File: config.mk
export PLATFORM = sky130hd
export DESIGN_NAME = colmix_top
export DESIGN_NICKNAME = d
export VERILOG_FILES = /design/src/verilog/colmix_pkg.sv /design/src/verilog/colmix_prom.sv /design/src/verilog/layer_priority.sv /design/src/verilog/palette_lookup.sv /design/src/verilog/blank_align.sv /design/src/verilog/video_out.sv /design/src/verilog/colmix_top.sv
export SDC_FILE = /design/constraint.sdc
export NUM_CORES = 2
export LEC_CHECK = 0
export BUFFER_PORTS_ARGS = -buffer_cell sky130_fd_sc_hd__buf_2
export CORE_AREA = 2 2 412 414
export CTS_CLUSTER_SIZE = 40
export DETAILED_ROUTE_END_ITERATION = 10
export DIE_AREA = 0 0 414 416
export PLACE_DENSITY = 0.52
export SETUP_SLACK_MARGIN = 0.4
export SYNTH_ARGS = -nofsm -noshare
export SYNTH_HDL_FRONTEND = slang
export SYNTH_SLANG_ARGS = --single-unit
File: constraint.sdc
create_clock -name clk -period 4 [get_ports clk]
set_input_delay 0.6 -clock clk [delete_from_list [all_inputs] [get_ports clk]]
set_output_delay 0.6 -clock clk [all_outputs]
set_load 0.02 [all_outputs]
File: src/verilog/colmix_pkg.sv
// colour mixer shared types
// widths, pixel and program port structs

package colmix_pkg;

    localparam int PRIO_AW = 5;   // priority PROM address bits
    localparam int PRIO_DW = 8;   // priority PROM word
    localparam int PAL_AW  = 8;   // palette index / palette PROM address
    localparam int COL_W   = 4;   // one colour channel
    localparam int PIX_DLY = 2;   // pixel path depth before the output stage

    // layer select, low two bits of the priority word
    localparam logic [1:0] SEL_CHAR = 2'd3;
    localparam logic [1:0] SEL_OBJ  = 2'd2;
    localparam logic [1:0] SEL_SCR1 = 2'd1;
    localparam logic [1:0] SEL_SCR2 = 2'd0;

    // one pixel from each layer, 21 bits
    typedef struct packed {
        logic [3:0] char_code;
        logic [3:0] scr1_code;
        logic [4:0] scr2_code;
        logic [7:0] obj_code;     // msb is the object priority bit
    } layer_pxl_t;

    // PROM program port, 20 bits
    typedef struct packed {
        logic [7:0] addr;
        logic [7:0] data;
        logic [2:0] rgb_we;       // 0 red, 1 green, 2 blue
        logic       prio_we;
    } prom_wr_t;

    typedef struct packed {
        logic [COL_W-1:0] red;
        logic [COL_W-1:0] green;
        logic [COL_W-1:0] blue;
    } rgb_t;

    // both active low
    typedef struct packed {
        logic lhbl;
        logic lvbl;
    } blank_t;

    // debug layer enables
    typedef struct packed {
        logic char_en;
        logic scr1_en;
        logic scr2_en;
        logic obj_en;
    } layer_en_t;

endpackage

File: src/verilog/colmix_prom.sv
// small synchronous PROM
`timescale 1ns/10ps

module colmix_prom #(
    parameter int  AW     = 8,
    parameter type data_t = logic [7:0]
) (
    input  logic          clk,
    input  logic          cen,
    input  logic [AW-1:0] wr_addr,
    input  data_t         wr_data,
    input  logic          we,
    input  logic [AW-1:0] rd_addr,
    output data_t         q
);

    data_t mem [2**AW];   // filled through the program port

    // write port free running, independent of the pixel strobe
    always_ff @(posedge clk) begin
        if (we) begin
            mem[wr_addr] <= wr_data;
        end
    end

    // registered read, q holds while cen is low
    always_ff @(posedge clk) begin
        if (cen) begin
            q <= mem[rd_addr];
        end
    end

    // once the read address has come out of reset it must stay known
    property p_rd_addr_known;
        @(posedge clk) disable iff ($isunknown(cen))
        (cen && !$isunknown($past(rd_addr))) |-> !$isunknown(rd_addr);
    endproperty

    a_rd_addr_known: assert property (p_rd_addr_known)
        else $error("colmix_prom: unknown read address on enabled read");

endmodule

File: src/verilog/layer_priority.sv
// layer priority and palette index
`timescale 1ns/10ps

module layer_priority (
    input  logic                          clk,
    input  logic                          rst_n,
    input  logic                          pxl_cen,
    input  colmix_pkg::layer_pxl_t        pxl,
    input  colmix_pkg::layer_en_t         gfx_en,
    input  colmix_pkg::prom_wr_t          prom_wr,
    output logic [colmix_pkg::PAL_AW-1:0] pal_idx
);

    logic char_op;   // opaque flags
    logic scr1_op;
    logic scr2_op;
    logic obj_op;
    logic [colmix_pkg::PRIO_AW-1:0] prio_addr;
    logic [colmix_pkg::PRIO_AW-1:0] prio_addr_q;
    logic [colmix_pkg::PRIO_AW-1:0] prio_rd_addr;
    logic [colmix_pkg::PRIO_DW-1:0] prio_word;
    colmix_pkg::layer_pxl_t         pxl_q;     // codes of the sampled pixel
    logic                           primed;    // first pixel seen
    logic [1:0]                     sel;
    logic [4:0]                     code;

    // colour 15 is see-through, a cleared enable hides the layer
    assign char_op = gfx_en.char_en && (pxl.char_code != 4'hf);
    assign scr1_op = gfx_en.scr1_en && (pxl.scr1_code != 4'hf);
    assign scr2_op = gfx_en.scr2_en && (pxl.scr2_code[3:0] != 4'hf);
    assign obj_op  = gfx_en.obj_en  && (pxl.obj_code[3:0] != 4'hf);

    assign prio_addr = {char_op, pxl.obj_code[7], obj_op, scr1_op, scr2_op};

    // live address on the strobe, held address otherwise
    // so the PROM word stays with the sampled pixel until the next strobe
    assign prio_rd_addr = pxl_cen ? prio_addr : prio_addr_q;

    always_ff @(posedge clk) begin
        if (!rst_n) begin
            prio_addr_q <= '0;
            primed      <= 1'b0;
        end else if (pxl_cen) begin
            prio_addr_q <= prio_addr;
            primed      <= 1'b1;
        end
    end

    always_ff @(posedge clk) begin
        if (pxl_cen) begin
            pxl_q <= pxl;   // codes travel alongside the PROM read
        end
    end

    // priority PROM, read every clock
    colmix_prom #(
        .AW     (colmix_pkg::PRIO_AW),
        .data_t (logic [colmix_pkg::PRIO_DW-1:0])
    ) i_prio_prom (
        .clk     (clk),
        .cen     (1'b1),
        .wr_addr (prom_wr.addr[colmix_pkg::PRIO_AW-1:0]),
        .wr_data (prom_wr.data),
        .we      (prom_wr.prio_we),
        .rd_addr (prio_rd_addr),
        .q       (prio_word)
    );

    assign sel = prio_word[1:0];   // upper bits unused by this board

    always_comb begin
        case (sel)
            colmix_pkg::SEL_CHAR: code = {1'b0, pxl_q.char_code};
            colmix_pkg::SEL_OBJ:  code = pxl_q.obj_code[4:0];   // prio bit dropped
            colmix_pkg::SEL_SCR1: code = {1'b0, pxl_q.scr1_code};
            default:              code = pxl_q.scr2_code;
        endcase
    end

    // index is zero until a pixel has gone through
    assign pal_idx = primed ? {sel, 1'b0, code} : '0;

endmodule

File: src/verilog/palette_lookup.sv
// palette PROMs
`timescale 1ns/10ps

module palette_lookup (
    input  logic                          clk,
    input  logic                          pxl_cen,
    input  logic [colmix_pkg::PAL_AW-1:0] pal_idx,
    input  colmix_pkg::prom_wr_t          prom_wr,
    output colmix_pkg::rgb_t              pre_rgb
);

    logic [colmix_pkg::COL_W-1:0] chan_q [3];   // 0 red, 1 green, 2 blue

    // one PROM per channel, same index, own write enable
    for (genvar i = 0; i < 3; i++) begin : g_chan
        colmix_prom #(
            .AW     (colmix_pkg::PAL_AW),
            .data_t (logic [colmix_pkg::COL_W-1:0])
        ) i_pal_prom (
            .clk     (clk),
            .cen     (pxl_cen),                               // read once per pixel
            .wr_addr (prom_wr.addr),
            .wr_data (prom_wr.data[colmix_pkg::COL_W-1:0]),   // low nibble only
            .we      (prom_wr.rgb_we[i]),
            .rd_addr (pal_idx),
            .q       (chan_q[i])
        );
    end

    assign pre_rgb.red   = chan_q[0];
    assign pre_rgb.green = chan_q[1];
    assign pre_rgb.blue  = chan_q[2];

endmodule

File: src/verilog/blank_align.sv
// blanking delay line
`timescale 1ns/10ps

module blank_align (
    input  logic                clk,
    input  logic                rst_n,
    input  logic                pxl_cen,
    input  colmix_pkg::blank_t  blank_in,
    output colmix_pkg::blank_t  blank_dly
);

    colmix_pkg::blank_t dly_q [colmix_pkg::PIX_DLY];   // one slot per pixel stage

    // shifts only on the strobe, same as the pixel path
    always_ff @(posedge clk) begin
        if (!rst_n) begin
            for (int i = 0; i < colmix_pkg::PIX_DLY; i++) begin
                dly_q[i] <= '0;   // blanked
            end
        end else if (pxl_cen) begin
            dly_q[0] <= blank_in;
            for (int i = 1; i < colmix_pkg::PIX_DLY; i++) begin
                dly_q[i] <= dly_q[i-1];
            end
        end
    end

    assign blank_dly = dly_q[colmix_pkg::PIX_DLY-1];

    // an unknown strobe would skew this line against the PROM reads
    a_cen_known: assert property (
        @(posedge clk) disable iff (!rst_n) !$isunknown(pxl_cen)
    ) else $error("blank_align: pxl_cen unknown");

endmodule

File: src/verilog/video_out.sv
// video output register
`timescale 1ns/10ps

module video_out (
    input  logic                clk,
    input  logic                rst_n,
    input  logic                pxl_cen,
    input  colmix_pkg::rgb_t    pre_rgb,
    input  colmix_pkg::blank_t  blank_dly,
    output colmix_pkg::rgb_t    rgb,
    output colmix_pkg::blank_t  blank_out
);

    logic visible;

    assign visible = blank_dly.lhbl && blank_dly.lvbl;   // both active low

    always_ff @(posedge clk) begin
        if (!rst_n) begin
            rgb       <= '0;
            blank_out <= '0;   // out of reset the screen is blanked
        end else if (pxl_cen) begin
            rgb       <= visible ? pre_rgb : '0;   // black in the borders
            blank_out <= blank_dly;
        end
    end

    // an unprogrammed palette entry must not reach the screen
    a_rgb_known: assert property (
        @(posedge clk) disable iff (!rst_n)
        (pxl_cen && visible) |-> !$isunknown(pre_rgb)
    ) else $error("video_out: unknown colour on a visible pixel");

endmodule

File: src/verilog/colmix_top.sv
// colour mixer top
`timescale 1ns/10ps

module colmix_top (
    input  logic                   clk,
    input  logic                   rst_n,
    input  logic                   pxl_cen,
    input  colmix_pkg::layer_pxl_t pxl,
    input  colmix_pkg::blank_t     blank_in,
    input  colmix_pkg::layer_en_t  gfx_en,
    input  colmix_pkg::prom_wr_t   prom_wr,
    output colmix_pkg::rgb_t       rgb,
    output colmix_pkg::blank_t     blank_out
);

    logic [colmix_pkg::PAL_AW-1:0] pal_idx;
    colmix_pkg::rgb_t              pre_rgb;
    colmix_pkg::blank_t            blank_dly;

    // pixel path, stage 1
    layer_priority i_layer_priority (
        .clk     (clk),
        .rst_n   (rst_n),
        .pxl_cen (pxl_cen),
        .pxl     (pxl),
        .gfx_en  (gfx_en),
        .prom_wr (prom_wr),
        .pal_idx (pal_idx)
    );

    // pixel path, stage 2
    palette_lookup i_palette_lookup (
        .clk     (clk),
        .pxl_cen (pxl_cen),
        .pal_idx (pal_idx),
        .prom_wr (prom_wr),
        .pre_rgb (pre_rgb)
    );

    // matches the two pixel stages
    blank_align i_blank_align (
        .clk       (clk),
        .rst_n     (rst_n),
        .pxl_cen   (pxl_cen),
        .blank_in  (blank_in),
        .blank_dly (blank_dly)
    );

    video_out i_video_out (
        .clk       (clk),
        .rst_n     (rst_n),
        .pxl_cen   (pxl_cen),
        .pre_rgb   (pre_rgb),
        .blank_dly (blank_dly),
        .rgb       (rgb),
        .blank_out (blank_out)
    );

endmodule

==> reports/metrics.csv <==
metric,value,unit
arrival,4130,ps
yosysWarnings,0,
start_kind,register,
clock.fmax,0.275,GHz
dpl.cell_count,5182,
wl_per_cell,23.9,µm
path_clk_slew,60,ps
setup_violations,0,
overflow,0,
synth_cell_type_count,38,
finalClockSkew,24.7,ps
die_w,414,µm
power_leakage,17.5,nW
cp_max_fo,29,
whs,59.5,ps
ant_nets,0,
cts_max_path_buffers,3,
area_delta_synth_final,15.8,%
initial_utilization,0.298,
crit_path_frequent_cell,buf_4,
syn_area_per_cell,16.8,µm²
period_share,0.910,
drt-total-wl,130000,µm
dieArea,0.172,mm²
drv_cap,0,
slew_violations,0,
status,"complete, no violations",
core-area,0.168,mm²
pwr_density_cell,517,mW/mm²
drive_gt1_frac,0.130,
ys_ff_latch,1272,
drt_first_pass_iters,5,
crit_chain,"buf_4, mux2i_1, o22ai_4, buf_4, or3b_4, buf_12, o22ai_1, nor4_1, buf_4, o22ai_1, a211oi_1, a31oi_1",
synth_top_flop_cell,edfxtp_1,
tritoncts,built,
synth_area_leaders,"edfxtp_1 75%, mux2i_1 12%, o22ai_1 3.8%",
peakVddDrop,421,µV
cts-root-buf,clkbuf_16,
grt_max_degree,135,
nets,3168,
hold_violations,0,
synth_area,0.0501,mm²
grt_pass1_vias,27400,
layout_common_cells,"1250 x edfxtp_1, 587 x mux2i_1, 329 x nor2_1",
postSynth.asyncResetShare,0,
final_common_cell,edfxtp_1,
synthDominantCellAreaShare,0.749,
antenna_found_initial,5,
slowest_stage,a211oi_1,
place_hpwl,81600,µm
drt-initial-drc-count,2419,
synth_largest_area_cell,edfxtp_1,
htreeDepth,4,
relSlewSlack,0.314,
worst_ep_required_time,4490,ps
numCtsBuffers,137,
gp_congestion,0.816,
ys_seq_area_frac,0.758,
instances_no_fill,5439,
rsz0062_at_grt,yes,
route.vias.total,26600,
path_class,register to register,
post-route-util,0.345,
via_per_inst,4.90,
numClockSinks,1272,
io_pins,64,
cp-end-kind,register,
fin_setup_tns,0,ps
hp-class,input port to register,
synth_edf_count,1250,
worstMarginPinSlew,1030,ps
min_period,3640,ps
track_usage,0.149,
synthCells,2979,
die_h,416,µm
insertion_delay,770,ps
grt_pass1_wl,188000,µm
drc_errors,0,
synth_nets,3029,
crit_path_max_incr_delay,540,ps
port_buffers,57,
fillCellCount,16000,
num_rows,151,
==> repair_timing <==
item                                    in CTS  in global routing
hold buffers                                11                  0
resized for setup                           10                  5
hold endpoints to repair                    11                  0
gates cloned                                 1                  0
pin swaps                                    0                  1
setup buffers                                0                  3
endpoints found under the setup margin       5                 11
==> final timing paths <==
kind / end / cells past startpoint / start / slack (ps)
setup reg to reg: i_palette_lookup.g_chan[0].i_pal_prom.q[1] / 12 / i_layer_priority.i_prio_prom.q[1] / 360
hold / removal: i_layer_priority.pxl_q[10] / 1 / pxl[10] / 60
setup / recovery: i_palette_lookup.g_chan[0].i_pal_prom.q[1] / 12 / i_layer_priority.i_prio_prom.q[1] / 360
hold reg to reg: i_video_out.rgb[4] / 1 / i_video_out.rgb[4] / 480
==> stage by stage <==
| step | total power, mW | cell area, µm² | setup WS, ps |
|---|---|---|---|
| detailed placement | 18.2 | 53500 | 270 |
| CTS | 30.3 | 58000 | 410 |
| global placement | 18.2 | 53500 | 248 |
| floorplan | 16.9 | 50100 | 970 |
| finish | 30.0 | 58000 | 359 |
| global route | 31.0 | 58000 | 312 |
==> cell usage after synthesis (8+ instances only) <==
cell type  count
a211oi_1      12
a22o_1        12
a31oi_1       15
buf_2         46
buf_4         39
clkbuf_1      90
dfxtp_1       22
edfxtp_1    1250
mux2i_1      587
mux4_2        20
nand2_1       83
nand2b_1       8
nor2_1       329
nor2b_1       18
nor3_1        10
nor4_1        50
o22a_1        12
o22ai_1      301
o41ai_1       12
or4_1         12
==> registers in the layout, summed over array words and instances, names as in the netlist <==
register and cells:
i_layer_priority.i_prio_prom.q 2, i_palette_lookup.g_chan.i_pal_prom.q 12, i_video_out.rgb 12, i_layer_priority.i_prio_prom.mem 64, i_layer_priority.pxl_q 18, i_layer_priority.primed 1, i_video_out.blank_out 2, i_blank_align.dly_q 4
i_layer_priority.prio_addr_q 5, i_palette_lookup.g_chan.i_pal_prom.mem 1152
==> area by class of cell <==
type	instances	area, µm²	share of cell area
sequential	1272	38000	0.654
multi-input combinational	1519	11300	0.195
clock buffer	174	3640	0.0627
tap	2218	2780	0.0478
timing repair buffer	187	1730	0.0299
clock inverter	67	603	0.0104
inverter	1	3.75	0.0000647
antenna	1	2.50	0.0000431
==> kinds of logic after synthesis <==
kind of cell | count (synthesis) | share of synthesized area
buffers and inverters | 189 | 0.0193
muxes | 610 | 0.127
and+or+nand+nor | 538 | 0.0468
DFF | 1272 | 0.758
AOI/OAI and AO/OA | 370 | 0.0488
==> critical path: cells and delay by family (launching register included) <==
family          cells  cell delay (ps)
compound gates      5             1050
buf+inv             4              800
flops               1              490
simple gates        2              720
mux                 1              270
==> power by group <==
part / internal [mW] / switching, mW / total (mW)
combinational: 1.22 / 1.93 / 3.16
sequential: 14.7 / 0.0586 / 14.8
clock: 6.86 / 5.18 / 12.0
total: 22.8 / 7.17 / 30.0
==> per-layer routing <==
metal	part of all wire	global-route usage
met5	0	0
met4	0.026	0.0487
met3	0.048	0.0208
met2	0.48	0.244
met1	0.45	0.203
Power figures use the tool's default switching activity.
